**config.mk**
```make
export PLATFORM = sky130hd
export DESIGN_NAME = execute
export DESIGN_NICKNAME = d
export VERILOG_FILES = /design/src/rv_pkg.sv /design/src/operand_mux.sv /design/src/alu_core.sv /design/src/mul_unit.sv /design/src/div_unit.sv /design/src/execute.sv
export SDC_FILE = /design/constraint.sdc
export NUM_CORES = 2
export LEC_CHECK = 0
export BUFFER_PORTS_ARGS = -buffer_cell sky130_fd_sc_hd__buf_4
export CORE_MARGIN = 1
export CORE_UTILIZATION = 34
export DETAILED_ROUTE_END_ITERATION = 10
export HOLD_SLACK_MARGIN = 0.08
export PLACE_DENSITY = 0.55
export SLEW_MARGIN = 20
export SYNTH_ARGS = -nofsm -noshare
export SYNTH_HDL_FRONTEND = slang
export SYNTH_SLANG_ARGS = --single-unit
export TNS_END_PERCENT = 20
```
**constraint.sdc**
```tcl
create_clock -name clk -period 14.8 [get_ports clk]
set_input_delay 2.22 -clock clk [delete_from_list [all_inputs] [get_ports clk]]
set_output_delay 2.22 -clock clk [all_outputs]
set_load 0.1 [all_outputs]
```
**src/rv_pkg.sv**
```systemverilog
package rv_pkg;

	//////////////////////////////////////////////////////////////////////
	// data and instruction types
	//////////////////////////////////////////////////////////////////////

	typedef logic [31:0] data_t;

	typedef struct packed {
		logic [6:0] funct7;
		logic [4:0] rs2;
		logic [4:0] rs1;
		logic [2:0] funct3;
		logic [4:0] rd;
		logic [6:0] opcode;
	} instr_t;

	// operand source chosen by hazard logic upstream
	typedef enum logic [1:0] {
		fwd_none = 2'b00,
		fwd_ex   = 2'b01,
		fwd_mem  = 2'b10
	} fwd_sel_t;

	//////////////////////////////////////////////////////////////////////
	// opcodes and funct fields
	//////////////////////////////////////////////////////////////////////

	localparam logic [6:0] op_r      = 7'b0110011;
	localparam logic [6:0] op_imm    = 7'b0010011;
	localparam logic [6:0] op_lui    = 7'b0110111;
	localparam logic [6:0] op_auipc  = 7'b0010111;
	localparam logic [6:0] op_jal    = 7'b1101111;
	localparam logic [6:0] op_jalr   = 7'b1100111;
	localparam logic [6:0] op_branch = 7'b1100011;
	localparam logic [6:0] op_load   = 7'b0000011;
	localparam logic [6:0] op_store  = 7'b0100011;

	localparam logic [6:0] funct7_m   = 7'b0000001;
	localparam logic [6:0] funct7_alt = 7'b0100000;

	// integer ops
	localparam logic [2:0] f3_add  = 3'b000;
	localparam logic [2:0] f3_sll  = 3'b001;
	localparam logic [2:0] f3_slt  = 3'b010;
	localparam logic [2:0] f3_sltu = 3'b011;
	localparam logic [2:0] f3_xor  = 3'b100;
	localparam logic [2:0] f3_srl  = 3'b101;
	localparam logic [2:0] f3_or   = 3'b110;
	localparam logic [2:0] f3_and  = 3'b111;

	// branch conditions
	localparam logic [2:0] f3_beq  = 3'b000;
	localparam logic [2:0] f3_bne  = 3'b001;
	localparam logic [2:0] f3_blt  = 3'b100;
	localparam logic [2:0] f3_bge  = 3'b101;
	localparam logic [2:0] f3_bltu = 3'b110;
	localparam logic [2:0] f3_bgeu = 3'b111;

	// M extension
	localparam logic [2:0] f3_mul    = 3'b000;
	localparam logic [2:0] f3_mulh   = 3'b001;
	localparam logic [2:0] f3_mulhsu = 3'b010;
	localparam logic [2:0] f3_div    = 3'b100;
	localparam logic [2:0] f3_rem    = 3'b110;
	localparam logic [2:0] f3_remu   = 3'b111;

	//////////////////////////////////////////////////////////////////////
	// multi-cycle timing
	//////////////////////////////////////////////////////////////////////

	localparam int mul_cycles = 4;
	localparam int div_cycles = 33;

	localparam int mul_cnt_w = $clog2(mul_cycles);
	localparam int div_cnt_w = $clog2(div_cycles);

	// counter value on the last running cycle before done
	localparam logic [mul_cnt_w-1:0] mul_last = mul_cnt_w'(mul_cycles - 2);
	localparam logic [div_cnt_w-1:0] div_last = div_cnt_w'(div_cycles - 2);

endpackage

```
**src/operand_mux.sv**
```systemverilog
`timescale 1ns/10ps

module operand_mux (
	input  rv_pkg::instr_t   instr,
	input  rv_pkg::data_t    pc,
	input  rv_pkg::data_t    rs1,
	input  rv_pkg::data_t    rs2,
	input  rv_pkg::data_t    imm,
	input  rv_pkg::data_t    ex_fwd_data,
	input  rv_pkg::data_t    mem_fwd_data,
	input  rv_pkg::fwd_sel_t fwd_a,
	input  rv_pkg::fwd_sel_t fwd_b,
	output rv_pkg::data_t    a,
	output rv_pkg::data_t    b
);

	rv_pkg::data_t reg_a;
	rv_pkg::data_t reg_b;

	// register operands after forwarding
	always_comb begin
		case (fwd_a)
			rv_pkg::fwd_ex:  reg_a = ex_fwd_data;
			rv_pkg::fwd_mem: reg_a = mem_fwd_data;
			default:         reg_a = rs1;
		endcase
		case (fwd_b)
			rv_pkg::fwd_ex:  reg_b = ex_fwd_data;
			rv_pkg::fwd_mem: reg_b = mem_fwd_data;
			default:         reg_b = rs2;
		endcase
	end

	// final operands per opcode
	always_comb begin
		a = reg_a;
		b = reg_b;
		case (instr.opcode)
			rv_pkg::op_lui: begin
				a = '0;
				b = imm;
			end
			rv_pkg::op_auipc: begin
				a = pc;
				b = imm;
			end
			// link address pc+4
			rv_pkg::op_jal, rv_pkg::op_jalr: begin
				a = pc;
				b = 32'd4;
			end
			rv_pkg::op_imm, rv_pkg::op_load, rv_pkg::op_store: b = imm;
			default: ;
		endcase
	end

endmodule

```
**src/alu_core.sv**
```systemverilog
`timescale 1ns/10ps

module alu_core (
	input  rv_pkg::instr_t instr,
	input  rv_pkg::data_t  a,
	input  rv_pkg::data_t  b,
	output rv_pkg::data_t  alu_value,
	output logic           rd_wren
);

	logic [4:0]    shamt;
	logic          alt;
	logic          is_sub;
	logic          take;
	rv_pkg::data_t int_value;

	assign shamt  = b[4:0];
	assign alt    = (instr.funct7 == rv_pkg::funct7_alt);
	// addi has no subtract form
	assign is_sub = alt && (instr.opcode == rv_pkg::op_r);

	always_comb begin
		case (instr.funct3)
			rv_pkg::f3_add:  int_value = is_sub ? a - b : a + b;
			rv_pkg::f3_sll:  int_value = a << shamt;
			rv_pkg::f3_slt:  int_value = {31'd0, $signed(a) < $signed(b)};
			rv_pkg::f3_sltu: int_value = {31'd0, a < b};
			rv_pkg::f3_xor:  int_value = a ^ b;
			rv_pkg::f3_srl:  int_value = alt ? 32'($signed(a) >>> shamt) : a >> shamt;
			rv_pkg::f3_or:   int_value = a | b;
			rv_pkg::f3_and:  int_value = a & b;
		endcase
	end

	// branch condition
	always_comb begin
		case (instr.funct3)
			rv_pkg::f3_beq:  take = (a == b);
			rv_pkg::f3_bne:  take = (a != b);
			rv_pkg::f3_blt:  take = ($signed(a) < $signed(b));
			rv_pkg::f3_bge:  take = ($signed(a) >= $signed(b));
			rv_pkg::f3_bltu: take = (a < b);
			rv_pkg::f3_bgeu: take = (a >= b);
			default:         take = 1'b0;
		endcase
	end

	always_comb begin
		case (instr.opcode)
			rv_pkg::op_r, rv_pkg::op_imm: alu_value = int_value;
			rv_pkg::op_branch:            alu_value = {31'd0, take};
			// address and link values
			default:                      alu_value = a + b;
		endcase
	end

	always_comb begin
		case (instr.opcode)
			rv_pkg::op_r, rv_pkg::op_imm, rv_pkg::op_lui, rv_pkg::op_auipc,
			rv_pkg::op_jal, rv_pkg::op_jalr, rv_pkg::op_load: rd_wren = 1'b1;
			default:                                          rd_wren = 1'b0;
		endcase
	end

endmodule

```
**src/mul_unit.sv**
```systemverilog
`timescale 1ns/10ps

module mul_unit (
	input  logic          clk,
	input  logic          rst_n,
	input  logic          start,
	input  logic [2:0]    funct3,
	input  rv_pkg::data_t a,
	input  rv_pkg::data_t b,
	output rv_pkg::data_t result,
	output logic          busy,
	output logic          done
);

	logic                         running;
	logic [rv_pkg::mul_cnt_w-1:0] cnt;
	logic                         accept;
	logic                         a_signed;
	logic                         b_signed;
	logic                         sel_hi;
	logic signed [32:0]           op_a;
	logic signed [32:0]           op_b;
	logic signed [49:0]           pp_lo;
	logic signed [49:0]           pp_hi;
	logic [63:0]                  prod;

	// no restart while the finished result is still presented
	assign accept   = start && !running && !done;
	assign a_signed = (funct3 == rv_pkg::f3_mul) || (funct3 == rv_pkg::f3_mulh) ||
		(funct3 == rv_pkg::f3_mulhsu);
	assign b_signed = (funct3 == rv_pkg::f3_mul) || (funct3 == rv_pkg::f3_mulh);

	always_ff @(posedge clk) begin
		if (!rst_n) begin
			running <= 1'b0;
			cnt     <= '0;
			done    <= 1'b0;
		end else begin
			done <= 1'b0;
			if (running) begin
				cnt <= cnt + 1'b1;
				if (cnt == rv_pkg::mul_last) begin
					running <= 1'b0;
					done    <= 1'b1;
				end
			end else if (accept) begin
				running <= 1'b1;
				cnt     <= '0;
			end
		end
	end

	// operands, then partial products, then the 64-bit sum
	always_ff @(posedge clk) begin
		if (accept) begin
			op_a   <= {a_signed & a[31], a};
			op_b   <= {b_signed & b[31], b};
			sel_hi <= (funct3 != rv_pkg::f3_mul);
		end
		if (running) begin
			pp_lo <= $signed({1'b0, op_a[15:0]}) * op_b;
			pp_hi <= $signed(op_a[32:16]) * op_b;
			prod  <= ({{14{pp_hi[49]}}, pp_hi} << 16) + {{14{pp_lo[49]}}, pp_lo};
		end
	end

	assign result = sel_hi ? prod[63:32] : prod[31:0];
	assign busy   = running || (start && !done);

endmodule

```
**src/div_unit.sv**
```systemverilog
`timescale 1ns/10ps

module div_unit (
	input  logic          clk,
	input  logic          rst_n,
	input  logic          start,
	input  logic [2:0]    funct3,
	input  rv_pkg::data_t a,
	input  rv_pkg::data_t b,
	output rv_pkg::data_t result,
	output logic          busy,
	output logic          done
);

	logic                         running;
	logic [rv_pkg::div_cnt_w-1:0] cnt;
	logic                         accept;
	logic                         sgn;
	logic                         neg_a;
	logic                         neg_b;
	logic [32:0]                  diff;
	rv_pkg::data_t                dvd;
	rv_pkg::data_t                dvs;
	rv_pkg::data_t                quo;
	rv_pkg::data_t                rem_r;
	logic                         neg_q;
	logic                         neg_r;
	logic                         by_zero;
	logic                         ovf;
	logic                         sel_rem;
	rv_pkg::data_t                q_fix;
	rv_pkg::data_t                r_fix;

	assign accept = start && !running && !done;
	assign sgn    = (funct3 == rv_pkg::f3_div) || (funct3 == rv_pkg::f3_rem);
	assign neg_a  = sgn && a[31];
	assign neg_b  = sgn && b[31];

	// trial subtract of one restoring step
	assign diff = {rem_r, quo[31]} - {1'b0, dvs};

	always_ff @(posedge clk) begin
		if (!rst_n) begin
			running <= 1'b0;
			cnt     <= '0;
			done    <= 1'b0;
		end else begin
			done <= 1'b0;
			if (running) begin
				cnt <= cnt + 1'b1;
				if (cnt == rv_pkg::div_last) begin
					running <= 1'b0;
					done    <= 1'b1;
				end
			end else if (accept) begin
				running <= 1'b1;
				cnt     <= '0;
			end
		end
	end

	always_ff @(posedge clk) begin
		if (accept) begin
			// setup with magnitudes and sign flags
			quo     <= neg_a ? -a : a;
			dvs     <= neg_b ? -b : b;
			rem_r   <= '0;
			dvd     <= a;
			neg_q   <= neg_a ^ neg_b;
			neg_r   <= neg_a;
			by_zero <= (b == '0);
			ovf     <= sgn && (a == 32'h8000_0000) && (b == 32'hffff_ffff);
			sel_rem <= (funct3 == rv_pkg::f3_rem) || (funct3 == rv_pkg::f3_remu);
		end else if (running) begin
			quo   <= {quo[30:0], ~diff[32]};
			rem_r <= diff[32] ? {rem_r[30:0], quo[31]} : diff[31:0];
		end
	end

	//////////////////////////////////////////////////////////////////////
	// sign fixup and special cases
	//////////////////////////////////////////////////////////////////////

	always_comb begin
		q_fix = neg_q ? -quo : quo;
		r_fix = neg_r ? -rem_r : rem_r;
		if (by_zero) begin
			q_fix = 32'hffff_ffff;
			r_fix = dvd;
		end else if (ovf) begin
			q_fix = dvd;
			r_fix = '0;
		end
	end

	assign result = sel_rem ? r_fix : q_fix;
	assign busy   = running || (start && !done);

endmodule

```
**src/execute.sv**
```systemverilog
`timescale 1ns/10ps

module execute (
	input  logic             clk,
	input  logic             rst_n,

	// forwarding selects
	input  rv_pkg::fwd_sel_t fwd_a,
	input  rv_pkg::fwd_sel_t fwd_b,

	// from decode and register read
	input  rv_pkg::data_t    rs1,
	input  rv_pkg::data_t    pc,
	input  rv_pkg::data_t    rs2,
	input  rv_pkg::data_t    imm,
	input  rv_pkg::instr_t   instr,

	// forwarded results
	input  rv_pkg::data_t    ex_ex_fwd_data,
	input  rv_pkg::data_t    mem_ex_fwd_data,

	output rv_pkg::data_t    alu_result,
	output logic             rd_wren,
	output logic             execute_busy
);

	rv_pkg::data_t a;
	rv_pkg::data_t b;
	rv_pkg::data_t alu_value;
	rv_pkg::data_t mul_result;
	rv_pkg::data_t div_result;
	logic          m_instr;
	logic          mul_start;
	logic          div_start;
	logic          mul_busy;
	logic          div_busy;
	logic          mul_done;
	logic          div_done;

	// funct3[2] of an M op picks the divider
	assign m_instr   = (instr.opcode == rv_pkg::op_r) && (instr.funct7 == rv_pkg::funct7_m);
	assign div_start = m_instr && instr.funct3[2];
	assign mul_start = m_instr && !instr.funct3[2];

	operand_mux u_operand_mux (
		.instr        (instr),
		.pc           (pc),
		.rs1          (rs1),
		.rs2          (rs2),
		.imm          (imm),
		.ex_fwd_data  (ex_ex_fwd_data),
		.mem_fwd_data (mem_ex_fwd_data),
		.fwd_a        (fwd_a),
		.fwd_b        (fwd_b),
		.a            (a),
		.b            (b)
	);

	alu_core u_alu_core (
		.instr     (instr),
		.a         (a),
		.b         (b),
		.alu_value (alu_value),
		.rd_wren   (rd_wren)
	);

	mul_unit u_mul_unit (
		.clk    (clk),
		.rst_n  (rst_n),
		.start  (mul_start),
		.funct3 (instr.funct3),
		.a      (a),
		.b      (b),
		.result (mul_result),
		.busy   (mul_busy),
		.done   (mul_done)
	);

	div_unit u_div_unit (
		.clk    (clk),
		.rst_n  (rst_n),
		.start  (div_start),
		.funct3 (instr.funct3),
		.a      (a),
		.b      (b),
		.result (div_result),
		.busy   (div_busy),
		.done   (div_done)
	);

	//////////////////////////////////////////////////////////////////////
	// result merge and stall
	//////////////////////////////////////////////////////////////////////

	always_comb begin
		if (mul_done) begin
			alu_result = mul_result;
		end else if (div_done) begin
			alu_result = div_result;
		end else begin
			alu_result = alu_value;
		end
	end

	assign execute_busy = mul_busy || div_busy;

endmodule

```
# After elaboration in Yosys (flattened, before gate mapping)
# Cells that the tools add are included.
# W data, S select, Z words.
# totals
reg_bits	374
input_bits	230
out_inout_bits	34
wordCells	150
# classes
add_sub_neg	10
mul	2
order_cmp	4
eq_ne	28
n_shift	3
muxes	37
bitwise_logic	7
reduce_logical	38
# ops
operator	n
$mux W32	17
$pmux W32 S2	5
$pmux W32 S8	1
$neg A32 Y32	4
$add A64 B64 Y64	1
$eq A32 B32 Y1 const B	2
$ge A32 B32 Y1	2
$lt A32 B32 Y1	2
$mul A17 B33 Y50	1
$mul A17 B33 Y48	1
$sub A33 B32 Y33	1
$add A32 B32 Y32	1
$and A32 B32 Y32	1
$eq A32 B32 Y1	1
$logic_not A32 Y1	1
$ne A32 B32 Y1	1
$or A32 B32 Y32	1
$shl A32 B5 Y32	1
$shr A32 B5 Y32	1
$sshr A32 B5 Y32	1
$sub A32 B32 Y32	1
$xor A32 B32 Y32	1
$eq A7 B6 Y1 const B	4
$eq A7 B7 Y1 const B	3
other kinds (29)	74

# Longest topological paths before layout
# logic_depth
ltp_word	9
depth_mapped	27
depth_no_buf	26

# Cells and area by module
# A second synthesis with hierarchy kept.
# unflattened
cells_unflattened	8017
hier_area_um2	70371.2
# by_module_without_submodules
mod	n_inst	cells_each	area_each_um2	seq_area_each_um2
mul_unit	1	4954	47531.8	6956.7
div_unit	1	1189	10317.4	3833.7
alu_core	1	1405	9703.1	0.0
operand_mux	1	354	2103.3	0.0
execute	1	115	715.7	0.0

# Worst setup path before layout
# Ideal clock, no wire load.
# synth_path
path_kind	input to output
from	in fwd_b[0]
to	out alu_result[27]
arrival_time_ns	8.993
required_ns	12.580
path_slack_ns	3.587
stages	24
n_path_buf	6
cell_sequence	inv_1 -> ha_1 -> clkbuf_1 -> clkbuf_1 -> a221o_1 -> o21ai_0 -> o31a_2 -> buf_2 -> buf_2 -> buf_1 -> ha_1 -> clkbuf_1 -> o21a_1 -> o31ai_1 -> a22oi_1 -> a31o_2 -> a211oi_1 -> o221ai_2 -> a221o_1 -> a41o_1 -> nand3_1 -> xnor2_1 -> o22ai_1 -> a221oi_1
# synth_via
elab_chain_cells	9
elab_cells_between_ends	18
classes_between	add/sub (2); eq/ne (2); shift (3); mux (8); bitwise (3)
# synth_lines
item	line	text
start, declared	execute.sv:9	input rv_pkg::fwd_sel_t fwd_b,
$eq A2 B2 Y1 or $eq A2 B1 Y1 (tied branches)	operand_mux.sv:27	case (fwd_b)
$pmux W32 S2 (*)	operand_mux.sv:27	
$pmux W32 S2 (*)	operand_mux.sv:38	case (instr.opcode)
$add A32 B32 Y32 (tied with other cells)	alu_core.sv:24, alu_core.sv:53	
$mux W32, on equally long branches	alu_core.sv:24, alu_core.sv:29	
$pmux W32 S8	alu_core.sv:23	case (instr.funct3)
$pmux W32 S2 (*)	alu_core.sv:49	case (instr.opcode)
$mux W32 (*)	execute.sv:98	end else if (div_done) begin
$mux W32 (*)	execute.sv:96	if (mul_done) begin
end, declared	execute.sv:22	output rv_pkg::data_t alu_result,
# Every way passes the cells marked *; elsewhere a longest branch is shown, timed or not.

# Final worst setup path
# layout_path
from	in instr[4] in the netlist's numbering
to	out alu_result[26]
# layout_via
elab_chain_cells	9
elab_cells_between_ends	30
classes_between	add/sub (2); eq/ne (9); shift (3); mux (8); bitwise (3); reduce/logical (5)
# layout_lines
item	line	text
start, declared	execute.sv:16	input rv_pkg::instr_t instr,
$eq A7 B5 Y1 or $eq A7 B7 Y1 (tied branches)	operand_mux.sv:38	
$reduce_or A3 Y1 (no source line)	n/a	
$pmux W32 S2 (*)	operand_mux.sv:38	
named net a[15]	execute.sv:27	rv_pkg::data_t a;
$add A32 B32 Y32 (tied with other cells)	alu_core.sv:24, alu_core.sv:53	
$mux W32, on equally long branches	alu_core.sv:24, alu_core.sv:29	
$pmux W32 S8	alu_core.sv:23	
$pmux W32 S2 (*)	alu_core.sv:49	
$mux W32 (*)	execute.sv:98	
$mux W32 (*)	execute.sv:96	
# Mark *: on every way through the listed nets, which the timed path passes. The rest lies on a longest branch.

==> results.py <==
metrics = {
    "sta": {
        "tns_ns": 0,
        "setup_slack_ns": 3.22,
        "max_freq_mhz": 86.4,
        "finalCriticalPeriod_ns": 11.58,
        "min_period_over_period_pct": 78.2,
        "slew_viol_final": 0,
        "fin_hold_ws_ns": 0.418,
        "setup_viol_count_final": 0,
        "fin_skew_ns": 0.0728,
        "rsz0062_at_grt": "false",
        "hold_viol": 0,
        "relSlewSlack_pct": 21.3,
        "worst_slew_pin_slew_ns": 1.18,
    },
    "logic_synthesis": {
        "yosysSeqAreaShare_pct": 15.7,
        "synth-async-reset-ratio_pct": 0,
        "syn_nets": 9391,
        "yosysUniqueCellTypes": 112,
        "ys_ff_latch": 374,
        "syn_area_mm2": 0.0686,
        "synthCells": 7716,
        "ys.flop_type": "edfxtp_1",
        "avgSynthCellArea_um2": 8.88,
        "synth_edf_count": 330,
        "yosysWarnings": 0,
    },
    "clocking": {
        "cts_buffer_depth": 3,
        "cts_hold_buf": 0,
        "ctsResizeCount": 0,
        "root_buffer": "clkbuf_16",
        "clk_latency_ns": 0.67,
        "cts_buffers": 49,
        "htree_levels": 2,
        "clock_sinks": 374,
        "cts_tree": "done",
        "post_cts_buffers": 0,
        "path_clk_slew_ns": 0.06,
    },
    "setup_path": {
        "critPathMaxFanout": 28,
        "cp_data_required_time_ns": 12.58,
        "cp.depth": 22,
        "crit_family": "compound AO/OA/AOI/OAI gates",
        "cpPeakStageDelay_ns": 0.70,
        "crit_path_end_kind": "output pin",
        "crit_buf_inv": 5,
        "cp-start-kind": "input port",
        "path_cells": "buf_4, and3b_1, and4_4, nor2_4, buf_4, a22oi_2, buf_4, inv_1, ha_1, nor3b_1, and2_1, o311a_1, nor3_1, a311oi_2, o21ai_2, o311ai_0, xnor2_1, a21oi_1, o22ai_1, a21oi_1, a211oi_1, buf_4",
        "path_common_cell": "buf_4",
        "rr_worst_depth": 24,
        "worstPathArrival_ns": 9.36,
        "cpMaxStageDelayCell": "a211oi_1",
        "worst-setup-path-type": "input port to output pin",
    },
    "routing": {
        "drc": 30,
        "vias": 57300,
        "drt-wirelength-per-cell_um": 25.3,
        "firstDrtPassIters": 9,
        "routed_via_density": 5.47,
        "wl_um": 265000,
        "drt_iter0_drc": 5499,
        "drtAntennaViolNets": 0,
    },
    "placement": {
        "gp_congestion": 1.01,
        "placed_cells": 10400,
        "dp_hpwl_um": 202000,
        "port_buffers": 248,
        "dpl_worst_slack_ns": 3.57,
    },
    "final_layout": {
        "final_nets": 9445,
        "drive_gt1_share_pct": 8.53,
        "area_delta_synth_final_pct": 9.43,
        "multi_input_area_mm2": 0.0510,
        "seqCellArea_mm2": 0.0108,
        "fillers": 20400,
        "final_cells": 10500,
    },
    "floorplan": {
        "fp.dieH_um": 451,
        "core_mm2": 0.200,
        "io_pins": 264,
        "die_w_um": 451,
        "die_area_mm2": 0.203,
        "start_util_pct": 34.3,
        "rows": 164,
    },
    "run": {
        "drv_cap": 0,
    },
    "min_path": {
        "min_path_type": "register to register",
        "hold_depth": 0,
    },
    "power": {
        "finalPower_uw": 4320,
        "irDropWorstVdd_v": 0.000119,
        "powerDensity_mw_per_mm2": 57.5,
        "p_leak_uw": 0.0345,
    },
    "grt": {
        "grt_max_degree": 75,
        "grt_use_total_pct": 25.9,
        "grt_pass1_vias": 58900,
        "grt_pass1_wl_um": 393000,
        "gr-total-overflow": 0,
        "antenna_found_initial": 14,
    },
    "run_status": {
        "violations": "DRC",
        "status": "finished, violations left",
    },
}
layer usage:
| layer | share of wire, % | up-vias | GRT usage [%] |
|---|---|---|---|
| li1 | - | 25200 | - |
| met1 | 41 | 29200 | 34.0 |
| met2 | 46 | 2331 | 42.1 |
| met3 | 7.0 | 553 | 3.53 |
| met4 | 5.5 | 10 | 12.2 |
| met5 | 0.024 | - | 0 |
cell usage in the layout (no fill, tap or decap), types with 33 or more instances in the layout:
| master | count |
|---|---|
| xnor2_1 | 246 |
| buf_4 | 428 |
| fa_1 | 1029 |
| a211oi_1 | 45 |
| clkbuf_16 | 49 |
| a21oi_1 | 340 |
| and2_1 | 444 |
| o31ai_1 | 49 |
| a221oi_1 | 46 |
| nor2_1 | 276 |
| a21o_1 | 109 |
| nand2b_1 | 74 |
| ha_1 | 415 |
| a221o_1 | 46 |
| nand3_1 | 85 |
| a22oi_1 | 36 |
| mux2i_1 | 154 |
| o211ai_1 | 33 |
| o21ai_0 | 318 |
| o22ai_1 | 33 |
| edfxtp_1 | 330 |
| inv_1 | 1340 |
| dfxtp_1 | 42 |
| mux2_2 | 41 |
| xor2_1 | 107 |
| nor2b_1 | 33 |
| nor3_1 | 75 |
| a31oi_1 | 41 |
| o21bai_1 | 38 |
| nand2_1 | 954 |
layout make-up:
cell class | count | share of cell area, %
well taps | 2656 | 4.43
repair buffers | 428 | 4.28
diodes | 3 | 0.0100
multi-input cells | 5560 | 67.9
clock buffers | 56 | 1.67
clock inverters | 34 | 0.502
flip-flops and latches | 374 | 14.4
inverters | 1357 | 6.79
cells in the mapped netlist (74+ instances only):
library cell	n	area, µm²
nand2b_1	74	463
ha_1	416	5200
mux2i_1	154	1540
clkbuf_1	345	1290
nand2_1	955	3580
fa_1	1029	20600
nor2_1	279	1050
nor3_1	76	380
and2_1	444	2780
o21ai_0	318	1590
inv_1	1341	5030
xnor2_1	247	2160
nand3_1	85	425
a21oi_1	341	1710
a21o_1	109	818
xor2_1	107	937
edfxtp_1	330	9910
report_power, final:
part	internal (µW)	switching [µW]	leakage, µW	total [µW]
Clock	706	542	0.000779	1250
Combinational	536	1380	0.0304	1920
Sequential	1150	0.715	0.00329	1150
worst reg2reg max path, delay by kind of cell, from the launching register on:
family,cells,cell delay (ns)
AO/OA/AOI/OAI,9,2.74
AND/OR/NAND/NOR,3,0.69
XOR/XNOR,1,0.29
flip-flops,1,0.71
adder cells (fa/ha/maj),7,3.22
buffers and inverters,4,0.88
cells by family (layout without fill, tap and decap cells):
logic type / after synthesis / after routing / synth area share, %
flip-flops: 374 / 374 / 15.7
adder cells (fa/ha/maj): 1445 / 1445 / 37.6
XOR/XNOR: 354 / 354 / 4.52
multiplexers: 199 / 199 / 3.04
AO/OA/AOI/OAI: 1430 / 1430 / 14.1
AND/OR/NAND/NOR: 2132 / 2132 / 14.9
buffers and inverters: 1782 / 1875 / 10.0
other: 0 / 3 / 0
state kept, by name (all words and copies together), names as in the netlist:
signal	flops
u_div_unit.dvd	32
u_div_unit.ovf	1
u_div_unit.sel_rem	1
u_mul_unit.op_a	33
u_mul_unit.prod	64
u_mul_unit.pp_lo	50
u_mul_unit.cnt	2
u_div_unit.running	1
u_mul_unit.pp_hi	48
u_mul_unit.op_b	33
u_div_unit.neg_q	1
u_div_unit.rem_r	32
u_mul_unit.running	1
u_mul_unit.sel_hi	1
u_div_unit.dvs	32
u_mul_unit.done	1
u_div_unit.cnt	6
u_div_unit.done	1
u_div_unit.by_zero	1
u_div_unit.quo	32
u_div_unit.neg_r	1
final timing paths:
| path | slack [ns] | to | startpoint |
|---|---|---|---|
| max | 3.22 | alu_result[26] | instr[4] |
| min | 0.42 | u_mul_unit.prod[3]$_DFFE_PP_ | u_mul_unit.pp_lo[3]$_DFFE_PP_ |
| max reg2reg | 6.00 | u_mul_unit.pp_hi[46]$_DFFE_PP_ | u_mul_unit.op_a[32]$_DFFE_PP_ |
| min reg2reg | 0.42 | u_mul_unit.prod[3]$_DFFE_PP_ | u_mul_unit.pp_lo[3]$_DFFE_PP_ |
per-stage QoR:
stage | utilization [%] | cell area (µm²)
floorplan | - | 68600
global placement | 36.7 | 73400
detailed placement | 36.7 | 73400
CTS | 37.5 | 75000
global route | 37.5 | 75000
finish | 37.5 | 75000
Power figures use the tool's default switching activity.
